`src/common/decode_cfg.svh`:
```
`ifndef DECODE_CFG_SVH
`define DECODE_CFG_SVH

// Datapath widths fixed by the MIPS instruction format
`define NB_DATA         32
`define NB_ADDR         5
`define BANK_DEPTH      32

// Debug bus
`define WB_ADDR_W       8

// Word addresses of the debug register map
`define DBG_CTRL_ADDR   8'h00   // Bit 0 is the run flag
`define DBG_REG_BASE    8'h20   // Register window, one word per register

`endif

```
`src/common/decode_pkg.sv`:
```
`include "decode_cfg.svh"

package decode_pkg;

    // Register contents, extended immediates and debug bus data
    typedef logic [`NB_DATA-1:0]   reg_data_t;

    // Register number, as carried in the rs, rt and rd fields
    typedef logic [`NB_ADDR-1:0]   reg_addr_t;

    // Fetched instruction word
    typedef logic [`NB_DATA-1:0]   instr_t;

    // Opcode and funct fields are both six bits wide
    typedef logic [5:0]            opcode_t;

    // Word address on the debug bus
    typedef logic [`WB_ADDR_W-1:0] wb_addr_t;

    // Debug unit FSM
    typedef enum logic {
        DBG_IDLE = 1'b0,    // Waiting for a request
        DBG_ACK  = 1'b1     // Access done at the next edge, ack follows
    } dbg_state_e;

endpackage

```
`src/register_bank/registers_bank.sv`:
```
`timescale 1ns/1ps
`include "decode_cfg.svh"

module registers_bank
    import decode_pkg::*;
(
    input  logic      i_clock,
    input  logic      i_reset,
    input  logic      i_enable,         // Run flag from the debug unit
    input  logic      i_reg_write,      // RegWrite from write-back
    input  reg_addr_t i_read_reg_a,
    input  reg_addr_t i_read_reg_b,
    input  reg_addr_t i_write_reg,      // Write-back target
    input  reg_data_t i_write_data,
    input  logic      i_read_enable,    // Debug read request
    input  reg_addr_t i_read_address,   // Debug read register
    output reg_data_t o_data_a,
    output reg_data_t o_data_b,
    output reg_data_t o_debug_data
);

    reg_data_t registers [`BANK_DEPTH];
    logic      write_en;

    // Writes to register 0 are dropped, so it stays zero
    assign write_en = i_enable && i_reg_write && (i_write_reg != '0);

    always_ff @(posedge i_clock) begin
        if (i_reset) begin
            for (int i = 0; i < `BANK_DEPTH; i++) begin
                registers[i] <= '0;
            end
        end else if (write_en) begin
            registers[i_write_reg] <= i_write_data;
        end
    end

    // Read ports sample the array before this edge's write lands,
    // so a same-cycle read of the written register sees the old value
    always_ff @(posedge i_clock) begin
        if (i_reset) begin
            o_data_a <= '0;
            o_data_b <= '0;
        end else if (i_enable) begin
            if (i_read_reg_a == '0) begin
                o_data_a <= '0;   // r0 reads zero
            end else begin
                o_data_a <= registers[i_read_reg_a];
            end
            if (i_read_reg_b == '0) begin
                o_data_b <= '0;
            end else begin
                o_data_b <= registers[i_read_reg_b];
            end
        end
    end

    // Debug path is combinational; the debug unit latches it
    assign o_debug_data = i_read_enable ? registers[i_read_address] : '0;

endmodule

```
`src/logic/instruction_decoder.sv`:
```
`timescale 1ns/1ps
`include "decode_cfg.svh"

module instruction_decoder
    import decode_pkg::*;
(
    input  logic      i_clock,
    input  logic      i_reset,
    input  logic      i_enable,       // Stage advances only while set
    input  instr_t    i_instruction,
    output reg_addr_t o_rs,
    output reg_addr_t o_rt,
    output reg_addr_t o_dest_reg,
    output reg_data_t o_immediate,
    output logic      o_reg_write,
    output logic      o_mem_read,
    output logic      o_mem_write,
    output logic      o_branch,
    output opcode_t   o_alu_op        // Opcode, or funct for R-type
);

    localparam opcode_t OP_RTYPE = 6'd0;
    localparam opcode_t OP_BEQ   = 6'd4;
    localparam opcode_t OP_BNE   = 6'd5;
    localparam opcode_t OP_ADDI  = 6'd8;    // First I-type arithmetic
    localparam opcode_t OP_ANDI  = 6'd12;   // First zero-extended
    localparam opcode_t OP_XORI  = 6'd14;   // Last zero-extended
    localparam opcode_t OP_LUI   = 6'd15;   // Last I-type arithmetic
    localparam opcode_t OP_LW    = 6'd35;
    localparam opcode_t OP_SW    = 6'd43;

    opcode_t     opcode;
    opcode_t     funct;
    reg_addr_t   rs;
    reg_addr_t   rt;
    reg_addr_t   rd;
    logic [15:0] imm16;
    reg_data_t   imm_sext;
    reg_data_t   imm_zext;

    reg_addr_t   dest_next;
    reg_data_t   imm_next;
    logic        reg_write_next;
    logic        mem_read_next;
    logic        mem_write_next;
    logic        branch_next;
    opcode_t     alu_op_next;

    // Field split
    assign opcode   = i_instruction[31:26];
    assign rs       = i_instruction[25:21];
    assign rt       = i_instruction[20:16];
    assign rd       = i_instruction[15:11];
    assign funct    = i_instruction[5:0];
    assign imm16    = i_instruction[15:0];
    assign imm_sext = {{(`NB_DATA-16){imm16[15]}}, imm16};
    assign imm_zext = {{(`NB_DATA-16){1'b0}}, imm16};

    always_comb begin
        dest_next      = '0;
        imm_next       = '0;
        reg_write_next = 1'b0;
        mem_read_next  = 1'b0;
        mem_write_next = 1'b0;
        branch_next    = 1'b0;
        alu_op_next    = opcode;
        case (opcode) inside
            OP_RTYPE: begin
                dest_next      = rd;
                reg_write_next = 1'b1;
                alu_op_next    = funct;
            end
            [OP_ADDI:OP_LUI]: begin
                dest_next      = rt;
                reg_write_next = 1'b1;
                // Logical immediates are zero-extended
                if (opcode inside {[OP_ANDI:OP_XORI]}) begin
                    imm_next = imm_zext;
                end else begin
                    imm_next = imm_sext;
                end
            end
            OP_LW: begin
                dest_next      = rt;
                reg_write_next = 1'b1;
                mem_read_next  = 1'b1;
                imm_next       = imm_sext;
            end
            OP_SW: begin
                mem_write_next = 1'b1;
                imm_next       = imm_sext;   // Address offset
            end
            OP_BEQ, OP_BNE: begin
                branch_next = 1'b1;
                imm_next    = imm_sext;      // Branch offset
            end
            default: begin
                // Jumps and unknown opcodes decode as a no-op
            end
        endcase
    end

    always_ff @(posedge i_clock) begin
        if (i_reset) begin
            o_rs        <= '0;
            o_rt        <= '0;
            o_dest_reg  <= '0;
            o_immediate <= '0;
            o_reg_write <= 1'b0;
            o_mem_read  <= 1'b0;
            o_mem_write <= 1'b0;
            o_branch    <= 1'b0;
            o_alu_op    <= '0;
        end else if (i_enable) begin
            o_rs        <= rs;
            o_rt        <= rt;
            o_dest_reg  <= dest_next;
            o_immediate <= imm_next;
            o_reg_write <= reg_write_next;
            o_mem_read  <= mem_read_next;
            o_mem_write <= mem_write_next;
            o_branch    <= branch_next;
            o_alu_op    <= alu_op_next;
        end
    end

endmodule

```
`src/logic/debug_unit.sv`:
```
`timescale 1ns/1ps
`include "decode_cfg.svh"

module debug_unit
    import decode_pkg::*;
(
    input  logic      i_clock,
    input  logic      i_reset,
    input  logic      i_wb_cyc,
    input  logic      i_wb_stb,
    input  logic      i_wb_we,
    input  wb_addr_t  i_wb_adr,
    input  reg_data_t i_wb_dat,
    input  reg_data_t i_debug_data,     // From the bank's debug port
    output reg_data_t o_wb_dat,
    output logic      o_wb_ack,
    output logic      o_run,            // Stage enable
    output logic      o_read_enable,
    output reg_addr_t o_read_address
);

    dbg_state_e state;
    logic       request;
    logic       is_ctrl;
    logic       in_window;
    wb_addr_t   reg_offset;

    // Ack still high means the master has not dropped stb yet
    assign request = i_wb_cyc && i_wb_stb && !o_wb_ack;

    // Address decode
    assign is_ctrl    = (i_wb_adr == `DBG_CTRL_ADDR);
    assign reg_offset = i_wb_adr - `DBG_REG_BASE;    // Wraps high below the base
    assign in_window  = (reg_offset < `BANK_DEPTH);

    // Register reads are only served while the stage is halted
    assign o_read_enable  = (state == DBG_ACK) && !i_wb_we && in_window && !o_run;
    assign o_read_address = reg_offset[`NB_ADDR-1:0];

    always_ff @(posedge i_clock) begin
        if (i_reset) begin
            state    <= DBG_IDLE;
            o_wb_ack <= 1'b0;
            o_run    <= 1'b0;
        end else begin
            o_wb_ack <= 1'b0;   // One-cycle pulse
            case (state)
                DBG_IDLE: begin
                    if (request) begin
                        state <= DBG_ACK;
                    end
                end
                DBG_ACK: begin
                    // Master holds its signals until ack, so they are still valid here
                    if (i_wb_we && is_ctrl) begin
                        o_run <= i_wb_dat[0];
                    end
                    o_wb_ack <= 1'b1;
                    state    <= DBG_IDLE;
                end
                default: begin
                    state <= DBG_IDLE;
                end
            endcase
        end
    end

    // Read data, latched together with ack
    always_ff @(posedge i_clock) begin
        if (state == DBG_ACK) begin
            if (i_wb_we) begin
                o_wb_dat <= '0;
            end else if (is_ctrl) begin
                o_wb_dat <= {{(`NB_DATA-1){1'b0}}, o_run};
            end else if (o_read_enable) begin
                o_wb_dat <= i_debug_data;
            end else begin
                o_wb_dat <= '0;   // Unmapped, or window while running
            end
        end
    end

endmodule

```
`src/logic/decode_stage.sv`:
```
`timescale 1ns/1ps
`include "decode_cfg.svh"

module decode_stage
    import decode_pkg::*;
(
    input  logic      i_clock,
    input  logic      i_reset,
    input  instr_t    i_instruction,
    // Write-back port
    input  logic      i_reg_write,
    input  reg_addr_t i_write_reg,
    input  reg_data_t i_write_data,
    // Debug bus, Wishbone classic slave
    input  logic      i_wb_cyc,
    input  logic      i_wb_stb,
    input  logic      i_wb_we,
    input  wb_addr_t  i_wb_adr,
    input  reg_data_t i_wb_dat,
    output reg_data_t o_wb_dat,
    output logic      o_wb_ack,
    // Decode outputs
    output reg_addr_t o_rs,
    output reg_addr_t o_rt,
    output reg_addr_t o_dest_reg,
    output reg_data_t o_immediate,
    output logic      o_reg_write,
    output logic      o_mem_read,
    output logic      o_mem_write,
    output logic      o_branch,
    output opcode_t   o_alu_op,
    output reg_data_t o_data_a,
    output reg_data_t o_data_b
);

    logic      run;
    logic      dbg_read_enable;
    reg_addr_t dbg_read_address;
    reg_data_t dbg_data;

    instruction_decoder u_decoder (
        .i_clock       (i_clock),
        .i_reset       (i_reset),
        .i_enable      (run),
        .i_instruction (i_instruction),
        .o_rs          (o_rs),
        .o_rt          (o_rt),
        .o_dest_reg    (o_dest_reg),
        .o_immediate   (o_immediate),
        .o_reg_write   (o_reg_write),
        .o_mem_read    (o_mem_read),
        .o_mem_write   (o_mem_write),
        .o_branch      (o_branch),
        .o_alu_op      (o_alu_op)
    );

    // Read ports take rs and rt straight from the word so data lines up with decode
    registers_bank u_bank (
        .i_clock        (i_clock),
        .i_reset        (i_reset),
        .i_enable       (run),
        .i_reg_write    (i_reg_write),
        .i_read_reg_a   (i_instruction[25:21]),
        .i_read_reg_b   (i_instruction[20:16]),
        .i_write_reg    (i_write_reg),
        .i_write_data   (i_write_data),
        .i_read_enable  (dbg_read_enable),
        .i_read_address (dbg_read_address),
        .o_data_a       (o_data_a),
        .o_data_b       (o_data_b),
        .o_debug_data   (dbg_data)
    );

    debug_unit u_debug (
        .i_clock        (i_clock),
        .i_reset        (i_reset),
        .i_wb_cyc       (i_wb_cyc),
        .i_wb_stb       (i_wb_stb),
        .i_wb_we        (i_wb_we),
        .i_wb_adr       (i_wb_adr),
        .i_wb_dat       (i_wb_dat),
        .i_debug_data   (dbg_data),
        .o_wb_dat       (o_wb_dat),
        .o_wb_ack       (o_wb_ack),
        .o_run          (run),
        .o_read_enable  (dbg_read_enable),
        .o_read_address (dbg_read_address)
    );

endmodule

```
`config.mk`:
```
export PLATFORM = sky130hd
export DESIGN_NAME = decode_stage
export DESIGN_NICKNAME = d
export VERILOG_FILES = /design/src/common/decode_pkg.sv /design/src/register_bank/registers_bank.sv /design/src/logic/instruction_decoder.sv /design/src/logic/debug_unit.sv /design/src/logic/decode_stage.sv
export VERILOG_INCLUDE_DIRS = /design/src /design/src/common
export SDC_FILE = /design/constraint.sdc
export NUM_CORES = 2
export LEC_CHECK = 0
export BUFFER_PORTS_ARGS = -buffer_cell sky130_fd_sc_hd__clkbuf_2
export CAP_MARGIN = 20
export CORE_UTILIZATION = 25
export DETAILED_ROUTE_END_ITERATION = 10
export PLACE_DENSITY = 0.37
export SYNTH_ARGS = -nofsm -noshare
export SYNTH_HDL_FRONTEND = slang
export SYNTH_SLANG_ARGS = --single-unit
```
`constraint.sdc`:
```
create_clock -name i_clock -period 3.3 [get_ports i_clock]
set_input_delay 0.99 -clock i_clock [delete_from_list [all_inputs] [get_ports i_clock]]
set_output_delay 0.99 -clock i_clock [all_outputs]
set_load 0.1 [all_outputs]
```
-- Yosys cells after proc, flatten, opt, wreduce, memory -nomap -nowiden
Memories as Yosys holds them, arrays and structs flattened.
Cells that the tools add are included.
- add/subtract/negate cells: 1
- $lt $le $gt $ge: 5
- eq/ne operators: 4
- mux-type cells: 39
- bitwise operators: 2
- reductions and logical operators: 22
- operators with widths (kind ; number):
    $mux W32 ; 9
    $reduce_or A32 Y1 ; 1
    $mux W1 ; 24
    $mux W5 ; 4
    $eq A6 B3 Y1 const B ; 2
    $eq A6 B6 Y1 const B ; 2
    $ge A6 B4 Y1 const B ; 2
    $le A6 B4 Y1 const B ; 2
    $logic_and A1 B1 Y1 ; 10
    $logic_not A5 Y1 ; 2
    $logic_not A8 Y1 ; 1
    $lt A8 B6 Y1 const B ; 1
    $sub A8 B6 Y8 const B ; 1
    $logic_not A6 Y1 ; 1
    $mux W6 ; 1
    $reduce_bool A5 Y1 ; 1
    $logic_not A1 Y1 ; 3
    $reduce_or A3 Y1 ; 1
    $not A1 Y1 ; 2
    $pmux W1 S2 ; 1
    $reduce_and A2 Y1 ; 1
    $reduce_or A2 Y1 ; 1
- register bits: 156
- memory bits (writable): 1024
- input port bits: 115
- output and inout bits: 154
- logic and storage cells: 90
- memories: 1
- memory list (memory ; depth ; width ; rd ports ; clocked after memory_dff ; wr ports ; RTL line ; RTL):
    u_bank.registers ; 32 ; 32 ; 3 ; 0 ; 32 ; registers_bank.sv:22 ; reg_data_t registers [`BANK_DEPTH];

-- Depth between registers and ports, before layout
- word-level depth: 7
- depth in mapped cells: 9
- gate-level depth less buffers: 7

-- Hierarchy
From an unflattened synthesis, not the netlist that was laid out.
- cells, all modules: 4859
- area total of the unflattened synthesis: 68409.4 µm²
- by module, submodules not included (module ; instances ; cells an instance ; area each (µm²) ; seq. area each (µm²)):
    registers_bank ; 1 ; 4599 ; 65298.9 ; 32030.7
    instruction_decoder ; 1 ; 168 ; 1700.4 ; 840.8
    debug_unit ; 1 ; 92 ; 1410.1 ; 1021.0

-- Least setup slack after synthesis
OpenSTA, ideal clock, no wires.
- kind: in2reg
- from: input i_reset
- to: memory u_bank.registers[22][0] (netlist bit) (enable)
- library setup time: 375 ps
- arrival: 2458 ps
- required time: 2925 ps
- setup slack: 468 ps
- stages on the path: 5
- path buffers: 1
- cells stage by stage: buf_2 nor3b_1 nand2_1 nor3_1 or2_2
- RTL lines (item ; RTL line ; RTL):
    start: declaration ; decode_stage.sv:8 ; input logic i_reset,
    end: declaration ; registers_bank.sv:22 ;

==> flow_summary.json <==
{
  "internal_power_w": 0.0281,
  "synth_top_family_by_area": "multiplexers",
  "ctsRootBufferMaster": "clkbuf_16",
  "top_register": "u_bank.registers",
  "synthAdderAreaFrac": 0.000187,
  "max_cap_violations": 0,
  "ios": 269,
  "synth_compound_area_frac": 0.0441,
  "cp_top_family": "flip-flops",
  "crit_path_max_fanout": 17,
  "hold_class": "input pin to flop",
  "vias": 43239,
  "ys.flop_type": "edfxtp_1",
  "clock_latency_ps": 820,
  "ir_drop_mv": 0.573,
  "final_cells": 8451,
  "post-route-util": 0.303,
  "synth-edff-count": 1056,
  "synth-xor-area-share": 0.000131,
  "wirelength_um": 287000,
  "fin_skew_ps": 23.8,
  "drtPass1Iterations": 5,
  "switching_power_w": 0.00985,
  "critPathMaxStageDelay_ps": 620,
  "area_delta_synth_final_pct": 20.0,
  "clk_path_buf_depth": 3,
  "mostFrequentLayoutCell": "edfxtp_1",
  "wl_per_cell_um": 34.0,
  "cts_tree": "yes",
  "drive_gt1_frac": 0.364,
  "p_clk_frac": 0.432,
  "critPathSlowestCell": "dfxtp_1",
  "relSlewSlack": 0.379,
  "clock.fmax_mhz": 333,
  "drtIter0Drc": 4437,
  "crit_path_start_kind": "flop",
  "most-common-layout-cells": "edfxtp_1, and2_1, mux4_2",
  "dieArea_sq_um": 270000,
  "place_congestion": 0.833,
  "grt_pass1_vias": 43331,
  "path_clk_slew_ps": 60,
  "outcome": "complete, no violations",
  "ctsHoldBuffers": 0,
  "synthSimpleGateAreaFrac": 0.113,
  "seqPwrFrac": 0.445,
  "hold_viol_final": 0,
  "netlist_instances": 4443,
  "initial_core_util": 0.252,
  "finalCriticalPeriod_ps": 3000,
  "core_area_sq_um": 266000,
  "fp.dieH_um": 520,
  "power_frac_comb": 0.123,
  "rsz0062_at_grt": "false",
  "dpl.cell_count": 8158,
  "cp.buffers_inverters": 1,
  "hpwl_um": 201000,
  "min_period_over_period": 0.910,
  "p_leak_nw": 28.5,
  "synth_seq_area_share": 0.506,
  "grt_pass1_wl_um": 391000,
  "setup_viol": 0,
  "fin_nets": 4890,
  "async_flop_share": 0,
  "place.port_buffers": 237,
  "numCtsBuffers": 147,
  "row_count": 189,
  "drt.antenna.violating_nets": 0,
  "grt_max_degree": 65,
  "netlist_area_sq_um": 67000,
  "finalSetupTns_ps": 0,
  "powerDensity_nw_per_um2": 471,
  "cts_resized": 0,
  "antenna_found_initial": 40,
  "cts_sinks": 1165,
  "track_usage": 0.211,
  "cp-end-kind": "output port",
  "muxShareOfSynthArea": 0.299,
  "critPathArrivalTime_ps": 2010,
  "ys_types": 57,
  "largest_reg_flops": 1024,
  "drv_slew": 0,
  "avgSynthCellArea_sq_um": 15.1,
  "crit_chain": "clkbuf_2",
  "via_per_inst": 5.12,
  "gr-total-overflow": 0,
  "worst_pin_slew_ps": 932,
  "cp_data_required_time_ps": 2310,
  "p_total_w": 0.0379,
  "die_w_um": 520,
  "htree_levels": 4,
  "path_class": "flop to output port",
  "yosysWarningCount": 0,
  "synth_seq_cells": 1165,
  "drcViolationCount": 0,
  "sw_frac_of_total": 0.260,
  "postCtsSetupBuffers": 0
}
power groups by stage:
stage                     logic (W)  registers, W  clock network, W
final                       0.00466        0.0169            0.0164
after CTS                   0.00469        0.0169            0.0168
after detailed placement    0.00468        0.0172                 0
after floorplan             0.00266        0.0170                 0
after global routing        0.00487        0.0169            0.0173
after global placement      0.00468        0.0172                 0
kinds of logic (layout without fill, tap and decap cells):
family / after synthesis / count (layout)
fa+ha+maj: 1 / 1
xor+xnor: 1 / 1
flops: 1165 / 1165
other cells: 1 / 58
simple gates: 1300 / 1300
compound gates: 434 / 434
buf+inv: 505 / 923
mux: 1036 / 1036
through the flow:
| stage | instance area, sq um | worst slack (ps) | hold WS, ps |
|---|---|---|---|
| after floorplan | 67100 | 468 | 710 |
| final | 80400 | 299 | 413 |
| after global routing | 80400 | 178 | 400 |
| after CTS | 80400 | 227 | 348 |
| after global placement | 75600 | 20.9 | 408 |
| after detailed placement | 75600 | 19.0 | 411 |
layer usage:
layer,global-route usage,vias up,part of all wire
met2,0.334,1478,0.46
met4,0.0607,20,0.026
li1,-,18205,-
met5,0,-,0.00045
met1,0.292,23237,0.45
met3,0.0399,299,0.057
cell usage after synthesis, types with 36 or more instances:
cell type  count  share of area
edfxtp_1    1056           0.47
and2_1       992          0.093
mux4_2       766           0.26
clkbuf_1     299          0.017
nor2_1       210          0.012
mux2i_1      206          0.031
a21oi_1      138          0.010
dfxtp_1      109          0.033
buf_2         97         0.0072
a22oi_1       84         0.0094
o211ai_1      65         0.0073
mux2_2        64          0.011
o22ai_1       61         0.0057
buf_4         46         0.0052
buf_6         36         0.0061
worst paths after layout:
path / startpoint / to / slack, ps / depth (start not counted)
setup reg to reg: u_debug.o_run$_SDFFE_PP0P_ / u_bank.registers[28][13]$_SDFFCE_PN0P_ / 500 / 8
hold reg to reg: u_debug.o_wb_ack$_SDFF_PP0_ / u_debug.state$_SDFF_PP0_ / 420 / 1
setup / recovery: u_decoder.o_immediate[30]$_SDFFE_PP0P_ / o_immediate[16] / 300 / 1
hold / removal: i_instruction[7] / u_decoder.o_immediate[7]$_SDFFE_PP0P_ / 410 / 3
area by class of cell:
cell class | count | area (sq um)
fill | 26384 | 185000
sequential | 1165 | 33900
antenna | 26 | 65.1
clock inverter | 78 | 756
clock buffer | 189 | 4010
tap | 3533 | 4420
multi-input combinational | 2804 | 31000
inverter | 6 | 22.5
timing repair buffer | 650 | 6220
No activity file was read; power rests on OpenSTA's default activity.
